<file path="config.mk">
export PLATFORM = sky130hd
export DESIGN_NAME = cart_loader_top
export DESIGN_NICKNAME = d
export VERILOG_FILES = /design/src/common/cart_pkg.sv /design/src/verilog/cart_loader_top.sv /design/src/loader/mem_write_port.sv /design/src/loader/rom_sequencer.sv /design/src/loader/ines_header_parser.sv
export SDC_FILE = /design/constraint.sdc
export NUM_CORES = 1
export LEC_CHECK = 0
export BUFFER_PORTS_ARGS = -buffer_cell sky130_fd_sc_hd__buf_2
export CORE_MARGIN = 2
export CORE_UTILIZATION = 60
export CTS_BUF_LIST = sky130_fd_sc_hd__clkbuf_16
export DETAILED_ROUTE_END_ITERATION = 6
export GPL_TIMING_DRIVEN = 1
export PLACE_DENSITY = 0.84
export SLEW_MARGIN = 15
export SYNTH_ARGS = -nofsm -noshare
export SYNTH_HDL_FRONTEND = slang
export SYNTH_SLANG_ARGS = --single-unit
export TNS_END_PERCENT = 1
</file>
<file path="constraint.sdc">
create_clock -name clk -period 14.5 [get_ports clk]
set_input_delay 0.725 -clock clk [delete_from_list [all_inputs] [get_ports clk]]
set_output_delay 0.725 -clock clk [all_outputs]
set_load 0.02 [all_outputs]
</file>
<file path="src/common/cart_pkg.sv">
// Shared types and constants for the cartridge loader
// Header, payload and memory request structs, flag word layout
// Size code helper and sequencer state enum
`default_nettype none

package cart_pkg;

	typedef logic [7:0] byte_t;
	typedef logic [7:0] page_count_t;
	typedef logic [2:0] size_code_t;
	typedef logic [31:0] flags_t;

	localparam int HDR_LEN        = 16;
	localparam int PRG_PAGE_BYTES = 16384;
	localparam int CHR_PAGE_BYTES = 8192;
	localparam int ADDR_W_DEFAULT = 22;

	localparam logic [31:0] INES_MAGIC = 32'h4E45_531A; // "NES" + EOF

	//////////////////////////////
	// Mapper flag word layout
	//////////////////////////////
	localparam int FLG_MAPPER_LSB    = 0;   // 8 bits
	localparam int FLG_PRG_SIZE_LSB  = 8;   // 3 bits
	localparam int FLG_CHR_SIZE_LSB  = 11;  // 3 bits
	localparam int FLG_MIRROR        = 14;
	localparam int FLG_CHR_RAM       = 15;
	localparam int FLG_FOUR_SCREEN   = 16;
	localparam int FLG_SUBMAPPER_LSB = 17;  // 8 bits, iNES 2.0 only
	localparam int FLG_HAS_SAVES     = 25;  // Bits above stay zero

	typedef struct packed {
		page_count_t prg_pages;
		page_count_t chr_pages;
		flags_t      flags;
	} header_info_t;

	typedef struct packed {
		byte_t data;
		logic  last;   // End-of-file marker, data unused
	} payload_t;

	typedef struct packed {
		logic [ADDR_W_DEFAULT-1:0] addr;
		byte_t                     data;
	} mem_req_t;

	typedef enum logic [2:0] {
		IDLE,
		PRG,
		CHR,
		DONE,
		ERROR
	} seq_state_e;

	// Ceiling log2 of page count, saturating at 7
	function automatic size_code_t size_code(page_count_t pages);
		size_code_t code;
		code = 3'd7;
		for (int i = 6; i >= 0; i--) begin
			if (pages <= (page_count_t'(1) << i))
				code = size_code_t'(i);
		end
		return code;
	endfunction

endpackage

`default_nettype wire
</file>
<file path="src/verilog/cart_loader_top.sv">
// Cartridge image loader top level
// Parser, sequencer and write port as a three-stage pipeline
`timescale 1ns/1ps
`default_nettype none

module cart_loader_top #(
	parameter int ADDR_W = cart_pkg::ADDR_W_DEFAULT
) (
	input  wire               clk,
	input  wire               reset_nes,
	input  wire               download,
	input  wire               byte_valid,
	input  cart_pkg::byte_t   byte_data,
	output logic              byte_wait,
	input  wire               invert_mirroring,
	input  wire               mem_slot,
	output logic              mem_write,
	output logic [ADDR_W-1:0] mem_addr,
	output cart_pkg::byte_t   mem_data,
	output logic              busy,
	output logic              done,
	output logic              error,
	output cart_pkg::flags_t  mapper_flags
);

	logic parser_ready;
	logic hdr_valid;
	logic hdr_bad;
	cart_pkg::header_info_t hdr;
	logic pay_valid;
	logic pay_ready;
	cart_pkg::payload_t pay;
	logic req_valid;
	logic req_ready;
	cart_pkg::mem_req_t req;

	assign byte_wait = ~parser_ready;   // Host stalls on a full parser

	ines_header_parser i_ines_header_parser (
		.clk              (clk),
		.reset_nes        (reset_nes),
		.download         (download),
		.byte_valid       (byte_valid),
		.byte_data        (byte_data),
		.ready            (parser_ready),
		.invert_mirroring (invert_mirroring),
		.hdr_valid        (hdr_valid),
		.hdr_bad          (hdr_bad),
		.hdr              (hdr),
		.pay_valid        (pay_valid),
		.pay              (pay),
		.pay_ready        (pay_ready)
	);

	rom_sequencer #(.ADDR_W(ADDR_W)) i_rom_sequencer (
		.clk          (clk),
		.reset_nes    (reset_nes),
		.download     (download),
		.hdr_valid    (hdr_valid),
		.hdr_bad      (hdr_bad),
		.hdr          (hdr),
		.pay_valid    (pay_valid),
		.pay          (pay),
		.pay_ready    (pay_ready),
		.req_valid    (req_valid),
		.req          (req),
		.req_ready    (req_ready),
		.busy         (busy),
		.done         (done),
		.error        (error),
		.mapper_flags (mapper_flags)
	);

	mem_write_port #(.ADDR_W(ADDR_W)) i_mem_write_port (
		.clk       (clk),
		.reset_nes (reset_nes),
		.req_valid (req_valid),
		.req       (req),
		.req_ready (req_ready),
		.mem_slot  (mem_slot),
		.mem_write (mem_write),
		.mem_addr  (mem_addr),
		.mem_data  (mem_data)
	);

endmodule

`default_nettype wire

</file>
<file path="src/loader/mem_write_port.sv">
// Loader stage 3
// One-entry write buffer, issues a write in a granted memory slot
`timescale 1ns/1ps
`default_nettype none

module mem_write_port #(
	parameter int ADDR_W = cart_pkg::ADDR_W_DEFAULT
) (
	input  wire                clk,
	input  wire                reset_nes,
	input  wire                req_valid,
	input  cart_pkg::mem_req_t req,
	output logic               req_ready,
	input  wire                mem_slot,
	output logic               mem_write,
	output logic [ADDR_W-1:0]  mem_addr,
	output cart_pkg::byte_t    mem_data
);

	cart_pkg::mem_req_t held;
	logic held_valid;
	logic issue;

	assign issue     = held_valid & mem_slot;
	assign req_ready = ~held_valid | issue;   // Refill while issuing

	always_ff @(posedge clk) begin
		if (reset_nes) begin
			held_valid <= 1'b0;
			mem_write  <= 1'b0;
		end else begin
			mem_write <= issue;
			if (req_valid && req_ready)
				held_valid <= 1'b1;
			else if (issue)
				held_valid <= 1'b0;
		end
	end

	// Buffer and registered memory outputs
	always_ff @(posedge clk) begin
		if (req_valid && req_ready)
			held <= req;
		if (issue) begin
			mem_addr <= held.addr[ADDR_W-1:0];
			mem_data <= held.data;
		end
	end

	// Host bytes are single-cycle pulses, so writes come at most every other cycle
	a_write_gap: assert property (@(posedge clk) disable iff (reset_nes)
		mem_write |=> !mem_write);

endmodule

`default_nettype wire

</file>
<file path="src/loader/rom_sequencer.sv">
// Loader stage 2
// Counts program and character bytes, assigns write addresses
// Reports busy, done and error, latches the mapper flags
`timescale 1ns/1ps
`default_nettype none

module rom_sequencer #(
	parameter int ADDR_W = cart_pkg::ADDR_W_DEFAULT
) (
	input  wire                    clk,
	input  wire                    reset_nes,
	input  wire                    download,
	input  wire                    hdr_valid,
	input  wire                    hdr_bad,
	input  cart_pkg::header_info_t hdr,
	input  wire                    pay_valid,
	input  cart_pkg::payload_t     pay,
	output logic                   pay_ready,
	output logic                   req_valid,
	output cart_pkg::mem_req_t     req,
	input  wire                    req_ready,
	output logic                   busy,
	output logic                   done,
	output logic                   error,
	output cart_pkg::flags_t       mapper_flags
);

	localparam int PRG_SHIFT = $clog2(cart_pkg::PRG_PAGE_BYTES);
	localparam int CHR_SHIFT = $clog2(cart_pkg::CHR_PAGE_BYTES);
	localparam int CNT_W     = $bits(cart_pkg::page_count_t) + PRG_SHIFT;
	localparam logic [ADDR_W-1:0] CHR_BASE = {1'b1, {(ADDR_W-1){1'b0}}};

	cart_pkg::seq_state_e state;
	cart_pkg::page_count_t chr_pages;
	logic [ADDR_W-1:0] addr;
	logic [cart_pkg::ADDR_W_DEFAULT-1:0] addr_ext;
	logic [CNT_W-1:0] remain;
	logic dl_q;
	logic dl_rise;
	logic loading;
	logic slot_free;
	logic take;
	logic issue;
	logic hdr_take;

	assign dl_rise   = download & ~dl_q;
	assign loading   = (state == cart_pkg::PRG) | (state == cart_pkg::CHR);
	assign slot_free = ~req_valid | req_ready;
	assign pay_ready = loading ? slot_free : 1'b1;  // Outside a load, bytes are dropped
	assign take      = pay_valid & pay_ready;
	assign issue     = take & ~pay.last & loading & ~dl_rise;
	assign hdr_take  = (state == cart_pkg::IDLE) & hdr_valid & ~dl_rise;
	assign busy      = (state != cart_pkg::IDLE) & ~done;

	always_comb begin
		addr_ext = '0;
		addr_ext[ADDR_W-1:0] = addr;
	end

	//////////////////////////////
	// State machine
	//////////////////////////////
	always_ff @(posedge clk) begin
		if (reset_nes) begin
			dl_q         <= 1'b0;
			state        <= cart_pkg::IDLE;
			req_valid    <= 1'b0;
			done         <= 1'b0;
			error        <= 1'b0;
			mapper_flags <= '0;
		end else begin
			dl_q <= download;
			if (req_valid && req_ready)
				req_valid <= 1'b0;
			if (dl_rise) begin
				state <= cart_pkg::IDLE;
				done  <= 1'b0;
				error <= 1'b0;
			end else begin
				case (state)
				cart_pkg::IDLE:
					if (hdr_valid) begin
						mapper_flags <= hdr.flags;
						if (hdr_bad) begin
							state <= cart_pkg::ERROR;
							error <= 1'b1;
							done  <= 1'b1;
						end else if (hdr.prg_pages != '0)
							state <= cart_pkg::PRG;
						else if (hdr.chr_pages != '0)
							state <= cart_pkg::CHR;
						else
							state <= cart_pkg::DONE;
					end else if (take && pay.last) begin
						state <= cart_pkg::ERROR;   // File ended inside the header
						error <= 1'b1;
						done  <= 1'b1;
					end
				cart_pkg::PRG, cart_pkg::CHR:
					if (take && pay.last) begin
						state <= cart_pkg::ERROR;   // Bytes still due
						error <= 1'b1;
						done  <= 1'b1;
					end else if (take) begin
						req_valid <= 1'b1;
						if (remain == CNT_W'(1)) begin
							if (state == cart_pkg::PRG && chr_pages != '0)
								state <= cart_pkg::CHR;
							else
								state <= cart_pkg::DONE;
						end
					end
				cart_pkg::DONE:
					if (slot_free)
						done <= 1'b1;   // Last write has left for the port
				default: ;
				endcase
			end
		end
	end

	// Address and byte counters
	always_ff @(posedge clk) begin
		if (hdr_take) begin
			chr_pages <= hdr.chr_pages;
			if (hdr.prg_pages != '0) begin
				addr   <= '0;
				remain <= CNT_W'(hdr.prg_pages) << PRG_SHIFT;
			end else begin
				addr   <= CHR_BASE;
				remain <= CNT_W'(hdr.chr_pages) << CHR_SHIFT;
			end
		end else if (issue) begin
			if (remain == CNT_W'(1) && state == cart_pkg::PRG) begin
				addr   <= CHR_BASE;
				remain <= CNT_W'(chr_pages) << CHR_SHIFT;
			end else begin
				addr   <= addr + 1'b1;
				remain <= remain - 1'b1;
			end
		end
		if (issue) begin
			req.addr <= addr_ext;
			req.data <= pay.data;
		end
	end

	a_done_error: assert property (@(posedge clk) disable iff (reset_nes)
		(done && error) |-> (state == cart_pkg::ERROR));

endmodule

`default_nettype wire

</file>
<file path="src/loader/ines_header_parser.sv">
// Loader stage 1
// Collects the 16 header bytes, checks and decodes them
// Forwards payload bytes and an end-of-file marker
`timescale 1ns/1ps
`default_nettype none

module ines_header_parser (
	input  wire                    clk,
	input  wire                    reset_nes,
	input  wire                    download,
	input  wire                    byte_valid,
	input  cart_pkg::byte_t        byte_data,
	output logic                   ready,
	input  wire                    invert_mirroring,
	output logic                   hdr_valid,
	output logic                   hdr_bad,
	output cart_pkg::header_info_t hdr,
	output logic                   pay_valid,
	output cart_pkg::payload_t     pay,
	input  wire                    pay_ready
);

	localparam int CNT_W = $clog2(cart_pkg::HDR_LEN + 1);

	cart_pkg::byte_t ines [0:cart_pkg::HDR_LEN-1];
	logic [CNT_W-1:0] hdr_cnt;
	logic [CNT_W-1:0] cnt_cur;
	logic dl_q;
	logic dl_rise;
	logic dl_fall;
	logic eof_pend;
	logic accept;
	logic hdr_full;
	logic eof_load;
	logic hdr_seen;
	logic is_nes20;
	logic is_dirty;
	logic tail_nz;
	cart_pkg::byte_t mapper;
	cart_pkg::flags_t flags;

	assign dl_rise  = download & ~dl_q;
	assign dl_fall  = ~download & dl_q;
	assign ready    = ~pay_valid | pay_ready;   // Slot empty or draining
	assign accept   = byte_valid & ready;
	assign cnt_cur  = dl_rise ? '0 : hdr_cnt;  // Restart counts from byte 0
	assign hdr_full = (cnt_cur == CNT_W'(cart_pkg::HDR_LEN));
	assign eof_load = eof_pend & ready & ~accept & ~dl_rise;

	//////////////////////////////
	// Control
	//////////////////////////////
	always_ff @(posedge clk) begin
		if (reset_nes) begin
			dl_q      <= 1'b0;
			hdr_cnt   <= '0;
			hdr_valid <= 1'b0;
			pay_valid <= 1'b0;
			eof_pend  <= 1'b0;
		end else begin
			dl_q      <= download;
			hdr_valid <= 1'b0;
			if (pay_valid && pay_ready)
				pay_valid <= 1'b0;
			if (dl_rise) begin
				hdr_cnt   <= '0;
				eof_pend  <= 1'b0;
				pay_valid <= 1'b0;   // Drop leftovers of an old file
			end
			if (dl_fall)
				eof_pend <= 1'b1;
			if (accept) begin
				if (!hdr_full) begin
					hdr_cnt <= cnt_cur + 1'b1;
					if (cnt_cur == CNT_W'(cart_pkg::HDR_LEN - 1))
						hdr_valid <= 1'b1;
				end else begin
					pay_valid <= 1'b1;
				end
			end else if (eof_load) begin
				pay_valid <= 1'b1;
				eof_pend  <= 1'b0;
			end
		end
	end

	// Header bytes and payload slot
	always_ff @(posedge clk) begin
		if (accept && !hdr_full)
			ines[cnt_cur[3:0]] <= byte_data;
		if (accept && hdr_full) begin
			pay.data <= byte_data;
			pay.last <= 1'b0;
		end else if (eof_load) begin
			pay.data <= '0;
			pay.last <= 1'b1;
		end
	end

	//////////////////////////////
	// Header decode
	//////////////////////////////
	always_comb begin
		tail_nz = |ines[9][7:1];
		for (int i = 10; i < cart_pkg::HDR_LEN; i++)
			tail_nz = tail_nz | (|ines[i]);
		is_nes20 = (ines[7][3:2] == 2'b10);
		is_dirty = ~is_nes20 & tail_nz;   // Junk in bytes 9..15 of an old header
		mapper   = {is_dirty ? 4'h0 : ines[7][7:4], ines[6][7:4]};

		flags = '0;
		flags[cart_pkg::FLG_MAPPER_LSB +: $bits(cart_pkg::byte_t)] = mapper;
		flags[cart_pkg::FLG_PRG_SIZE_LSB +: $bits(cart_pkg::size_code_t)] =
			cart_pkg::size_code(ines[4]);
		flags[cart_pkg::FLG_CHR_SIZE_LSB +: $bits(cart_pkg::size_code_t)] =
			cart_pkg::size_code(ines[5]);
		flags[cart_pkg::FLG_MIRROR]      = ines[6][0] ^ invert_mirroring;
		flags[cart_pkg::FLG_CHR_RAM]     = (ines[5] == 8'h00);
		flags[cart_pkg::FLG_FOUR_SCREEN] = ines[6][3];
		flags[cart_pkg::FLG_SUBMAPPER_LSB +: $bits(cart_pkg::byte_t)] =
			is_nes20 ? ines[8] : 8'h00;
		flags[cart_pkg::FLG_HAS_SAVES]   = ines[6][1];

		hdr.prg_pages = ines[4];
		hdr.chr_pages = ines[5];
		hdr.flags     = flags;

		// Trainers are not supported
		hdr_bad = ({ines[0], ines[1], ines[2], ines[3]} != cart_pkg::INES_MAGIC)
			| ines[6][2];
	end

	// One header per file
	always_ff @(posedge clk) begin
		if (reset_nes || dl_rise)
			hdr_seen <= 1'b0;
		else if (hdr_valid)
			hdr_seen <= 1'b1;
	end

	a_one_header: assert property (@(posedge clk) disable iff (reset_nes)
		hdr_valid |-> !hdr_seen);

endmodule

`default_nettype wire

</file>
Yosys cells after proc, flatten, opt, wreduce, memory -nomap -nowiden
Memories as Yosys holds them, arrays and structs flattened.
Index checks and enable logic that the tools add are counted.

storage, ports and cells
  bits of input ports = 14
  register bits after elaboration = 194
  memories = 1
  bits in writable memories = 128
  logic and storage cells = 192

operators by class
  eq/ne operators = 13
  $add $sub $neg = 3
  reductions and logical operators = 33
  bitwise operators = 38
  multiplexer cells = 67
  $lt $le $gt $ge = 14

memories
  name                       words  bits a word  read ports  clocked after memory_dff  write ports  RTL line                  RTL
  i_ines_header_parser.ines  16     8            16          0                         1            ines_header_parser.sv:25  cart_pkg::byte_t ines [0:cart_pkg::HDR_LEN-1];

operator list
  operator                                                        number
  two-way mux 22 bit                                              8
  OR reduction 8 bit                                              6
  two-way mux 3 bit                                               15
  inequality test 32 x 31 -> 1 bit, second input constant         1
  two-way mux 1 bit                                               30
  nonzero test 8 bit                                              3
  adder 22 x 1 -> 22 bit, second input constant                   1
  equality test 22 x 1 -> 1 bit, second input constant            1
  subtractor 22 x 1 -> 22 bit, second input constant              1
  two-way mux 9 bit                                               2
  less-or-equal comparator 8 x 1 -> 1 bit, second input constant  2
  less-or-equal comparator 8 x 2 -> 1 bit, second input constant  2
  less-or-equal comparator 8 x 3 -> 1 bit, second input constant  2
  less-or-equal comparator 8 x 4 -> 1 bit, second input constant  2
  less-or-equal comparator 8 x 5 -> 1 bit, second input constant  2
  less-or-equal comparator 8 x 6 -> 1 bit, second input constant  2
  less-or-equal comparator 8 x 7 -> 1 bit, second input constant  2
  AND 1 bit                                                       15
  two-way mux 5 bit                                               3
  inverter 1 bit                                                  11
  bitwise OR 1 bit                                                11
  zero test 8 bit                                                 1
  two-way mux 2 bit                                               4
  two-way mux 8 bit                                               1
  other kinds (25)                                                40

Logic depth before layout (Yosys ltp)
  depth after elaboration = 11
  depth in mapped cells = 8
  gate-level depth less buffers = 7

By module
Synthesis repeated with hierarchy kept, for this count alone.

second synthesis, totals
  cell total of the unflattened synthesis = 877
  area total of the unflattened synthesis = 12,537.0 µm²

by module, submodules not included
  module              cells each  area each (µm²)  sequential area each (µm²)  times used
  ines_header_parser  333         5,410.2          4,194.0                     1
  rom_sequencer       475         5,230.0          3,243.1                     1
  mem_write_port      68          1,893.1          1,841.8                     1
  cart_loader_top     1           3.8              0.0                         1

Least setup slack after synthesis
No wires, ideal clock.

  kind = in2reg
  start point = in download
  end point = reg i_rom_sequencer.addr[0], enable pin
  required time = 13.994 ns
  slack = 9.569 ns
  stages = 4
  buffers on the path = 1
  arrival = 4.424 ns
  cells stage by stage = nand2b_1 -> clkbuf_1 -> nand4b_1 -> o21ai_0

on the way
  longest elaborated chain between the ends = 4
  elaborated cells between the ends (all ways) = 5

ends and longest elaborated chain
  item                                 RTL line                                  RTL
  from (decl)                          cart_loader_top.sv:11                     input wire download,
  AND 1 bit *                          n/a
  inverter 1 bit (no line) *           n/a
  AND 1 bit, on equally long branches  rom_sequencer.sv:52, rom_sequencer.sv:51
  nonzero test 2 bit (no line) *       n/a
  to (signal assigned)                 rom_sequencer.sv:138                      addr <= addr + 1'b1;
  to (decl)                            rom_sequencer.sv:35                       logic [ADDR_W-1:0] addr;

Every way passes the cells marked *; elsewhere a longest branch is shown, timed or not.
A chain may end at the register's enable or synchronous reset.

Worst setup path after layout
  start point = reg i_rom_sequencer.remain[14]
  end point = reg i_rom_sequencer.addr[6] (data pin)

on the way
  longest elaborated chain between the ends = 5

ends and longest elaborated chain
  item                           RTL line              RTL
  from (decl)                    rom_sequencer.sv:37   logic [CNT_W-1:0] remain;
  from (signal assigned)         rom_sequencer.sv:128  remain <= CNT_W'(hdr.prg_pages) << PRG_SHIFT;
  from (signal assigned)         rom_sequencer.sv:131  remain <= CNT_W'(hdr.chr_pages) << CHR_SHIFT;
  from (signal assigned)         rom_sequencer.sv:136  remain <= CNT_W'(chr_pages) << CHR_SHIFT;
  equality test 22 x 1 -> 1 bit  rom_sequencer.sv:134  if (remain == CNT_W'(1) && state == cart_pkg::PRG) begin
  logical AND 1 bit              rom_sequencer.sv:134
  two-way mux 22 bit             rom_sequencer.sv:134
  two-way mux 22 bit             rom_sequencer.sv:133  end else if (issue) begin
  two-way mux 22 bit             rom_sequencer.sv:124  if (hdr_take) begin

No other way between the ends. The select of a mux whose other input is x is not followed.

==> results.py <==
metrics = {
    "logic_synthesis": {
        "synth_area_sq_um": 12100,
        "yosys_register_bits": 319,
        "synth_area_leaders": "edfxtp_1 (68%), dfxtp_1 (7.3%), nor2_1 (2.4%), a21oi_1 (1.8%), nand2_1 (1.5%)",
        "synth_top_area_cell": "edfxtp_1",
        "synth_edf_count": 275,
        "yosys_most_used_dff": "edfxtp_1",
        "async_flop_share": 0,
        "synth.distinct_cells": 62,
        "synth_area_per_cell_sq_um": 14.8,
        "synth-seq-area-share": 0.754,
        "syn_inst": 818,
        "ys_warn_count": 0,
        "yosysTopAreaCellShare": 0.681,
    },
    "grt": {
        "grt_pass1_vias": 7076,
        "grt_max_degree": 45,
        "grt_pass1_wl_um": 36800,
        "gr-total-overflow": 0,
        "grt_antenna_before_repair": 0,
        "grt_use_total": 0.217,
    },
    "placement": {
        "gp_congestion": 0.848,
        "dpl_cell_area_sq_um": 12700,
        "placed_cells": 1138,
        "dp_hpwl_um": 14200,
        "port_buffers": 74,
        "preCtsSetupSlack_ps": 11420,
    },
    "sta": {
        "fin_skew_ps": 22.8,
        "slew_violations": 0,
        "fin_ws_ps": 11420,
        "period_share": 0.213,
        "hold_viol_final": 0,
        "rsz0062_at_grt": "false",
        "slew_headroom": 0.265,
        "timing.fmax_mhz": 324,
        "whs_ps": 418,
        "tightest_slew_ps": 1100,
        "min_period_ps": 3080,
        "finalSetupViolCount": 0,
        "fin_tns_setup_ps": 0,
    },
    "clock_network": {
        "clk_latency_ps": 550,
        "cts_tree": "yes",
        "cts-root-buf": "clkbuf_16",
        "path_clk_slew_ps": 60,
        "cts_resized": 0,
        "clockBufferDepth": 3,
        "cts.sinks": 319,
        "htreeDepth": 1,
        "post_cts_buffers": 0,
        "cts_hold_buffers": 0,
        "cts_made_buffers": 30,
    },
    "floorplan": {
        "fp.dieH_um": 146,
        "dieArea_sq_um": 21300,
        "num_rows": 51,
        "chipWidth_um": 146,
        "coreArea_sq_um": 19700,
        "ios": 81,
        "initial_core_util": 0.617,
    },
    "route": {
        "antenna_left": 0,
        "avgRoutedWirePerCell_um": 19.4,
        "post_drt_via_cell_ratio": 5.95,
        "num_vias": 7102,
        "drc": 0,
        "wl_um": 23200,
        "drt-initial-drc-count": 704,
        "first_pass_iters": 6,
    },
    "setup_path": {
        "critPathArrivalTime_ps": 3330,
        "r2r_cells": 5,
        "crit_path_top_delay_cell": "nand2_1",
        "slowest_delay_ps": 950,
        "crit_family": "simple AND/OR/NAND/NOR gates",
        "worstPathCellList": "or3_1, nor4b_2, nand3_1, nand2_1, nor2_1",
        "path_class": "reg2reg",
        "crit_buf_inv": 0,
        "cp-start-kind": "register",
        "end_kind": "register",
        "cp_max_fo": 33,
        "worstPathRequired_ps": 14750,
        "cp_num_cells": 5,
    },
    "pwr": {
        "total_power_mw": 1.83,
        "peakVddDrop_mv": 0.127,
        "powerDensity_nw_per_um2": 133,
        "p_leak_nw": 4.60,
    },
    "cells_and_area": {
        "layout.nets": 927,
        "layout_commonest_cell": "edfxtp_1",
        "drive_gt1_frac": 0.145,
        "antenna_cells": 0,
        "area_delta_synth_final_pct": 13.7,
        "final_cell_mix": "edfxtp_1 (275), nor2_1 (76), buf_2 (74)",
        "layout.cells.non_filler": 1194,
        "fin_util": 0.701,
        "stdcell_area_sq_um": 13800,
    },
    "status": {
        "status": "completed",
    },
    "hold_path": {
        "hold_depth": 0,
        "min_path_type": "reg2reg",
    },
    "run": {
        "max_cap_viol_count": 0,
    },
}
[cells in the mapped netlist (2+ instances only)]
cell,number
a211oi_1,4
o21a_1,5
dfxtp_1,44
clkbuf_1,12
buf_2,11
o21ai_1,2
a311oi_1,2
nor4bb_1,6
a211o_1,8
nor4_1,27
nor3_1,15
a21o_1,3
and2_1,27
or3_1,3
and4_1,6
buf_4,6
nand3_1,30
xor2_1,19
nor4b_1,6
nand2b_1,3
a21oi_2,2
o31ai_1,6
a2111oi_0,3
a21oi_1,43
xnor2_1,21
nand2_1,49
a22oi_1,2
nor2_1,77
mux2i_1,2
o21ai_0,20
and3_1,5
or4_1,5
edfxtp_1,275
nand4_1,11
inv_1,16
ha_1,8
nor2b_1,9
[power by group]
group,internal (mW),switching [mW]
Sequential,0.994,0.00271
Combinational,0.00628,0.0222
Clock,0.482,0.321
[layer usage]
layer	part of all wire	wire (um)	track usage
met4	0.021	477	0.0636
met5	0	0	0
met3	0.069	1610	0.0309
met1	0.39	9140	0.277
met2	0.52	12000	0.389
[sequential cells by signal, indices dropped and copies added (netlist names), 3 cells and up]
name and count:
i_mem_write_port.mem_data 8, i_mem_write_port.held 30, i_rom_sequencer.req 30, i_rom_sequencer.addr 22, i_mem_write_port.mem_addr 22, i_rom_sequencer.mapper_flags 26, i_rom_sequencer.chr_pages 8, i_ines_header_parser.pay 9
i_rom_sequencer.remain 22, i_ines_header_parser.ines 125, i_rom_sequencer.state 3, i_ines_header_parser.hdr_cnt 5
[worst paths after layout]
check | slack [ps] | startpoint | to
worst max-delay path | 11420 | i_rom_sequencer.remain[14]$_DFFE_PP_ | i_rom_sequencer.addr[6]$_SDFFCE_PP0P_
worst min-delay path | 420 | i_rom_sequencer.req[25]$_DFFE_PP_ | i_mem_write_port.held[25]$_DFFE_PP_
worst max register to register | 11420 | i_rom_sequencer.remain[14]$_DFFE_PP_ | i_rom_sequencer.addr[6]$_SDFFCE_PP0P_
worst min register to register | 420 | i_rom_sequencer.req[25]$_DFFE_PP_ | i_mem_write_port.held[25]$_DFFE_PP_
[worst reg2reg max path, cell delays in order (launching register included)]
cell and delay (ps):
edfxtp_1 430, or3_1 450, nor4b_2 390, nand3_1 410, nand2_1 950, nor2_1 160
[area by class of cell]
class                           count  area, sq um
Clock buffer                       30          751
Clock inverter                     26          277
Fill cell                        1294         5880
Inverter                           17         63.8
Multi-Input combinational cell    458         2810
Sequential cell                   319         9140
Tap cell                          265          332
Timing Repair Buffer               79          408
[cell families after synthesis]
group	Yosys count	synth area share
mux	3	0.00289
compound gates	112	0.0603
other cells	1	0.000309
buf+inv	46	0.0172
xor+xnor	41	0.0303
simple gates	288	0.127
flops	319	0.754
fa+ha+maj	8	0.00826
Power figures use the tool's default switching activity.
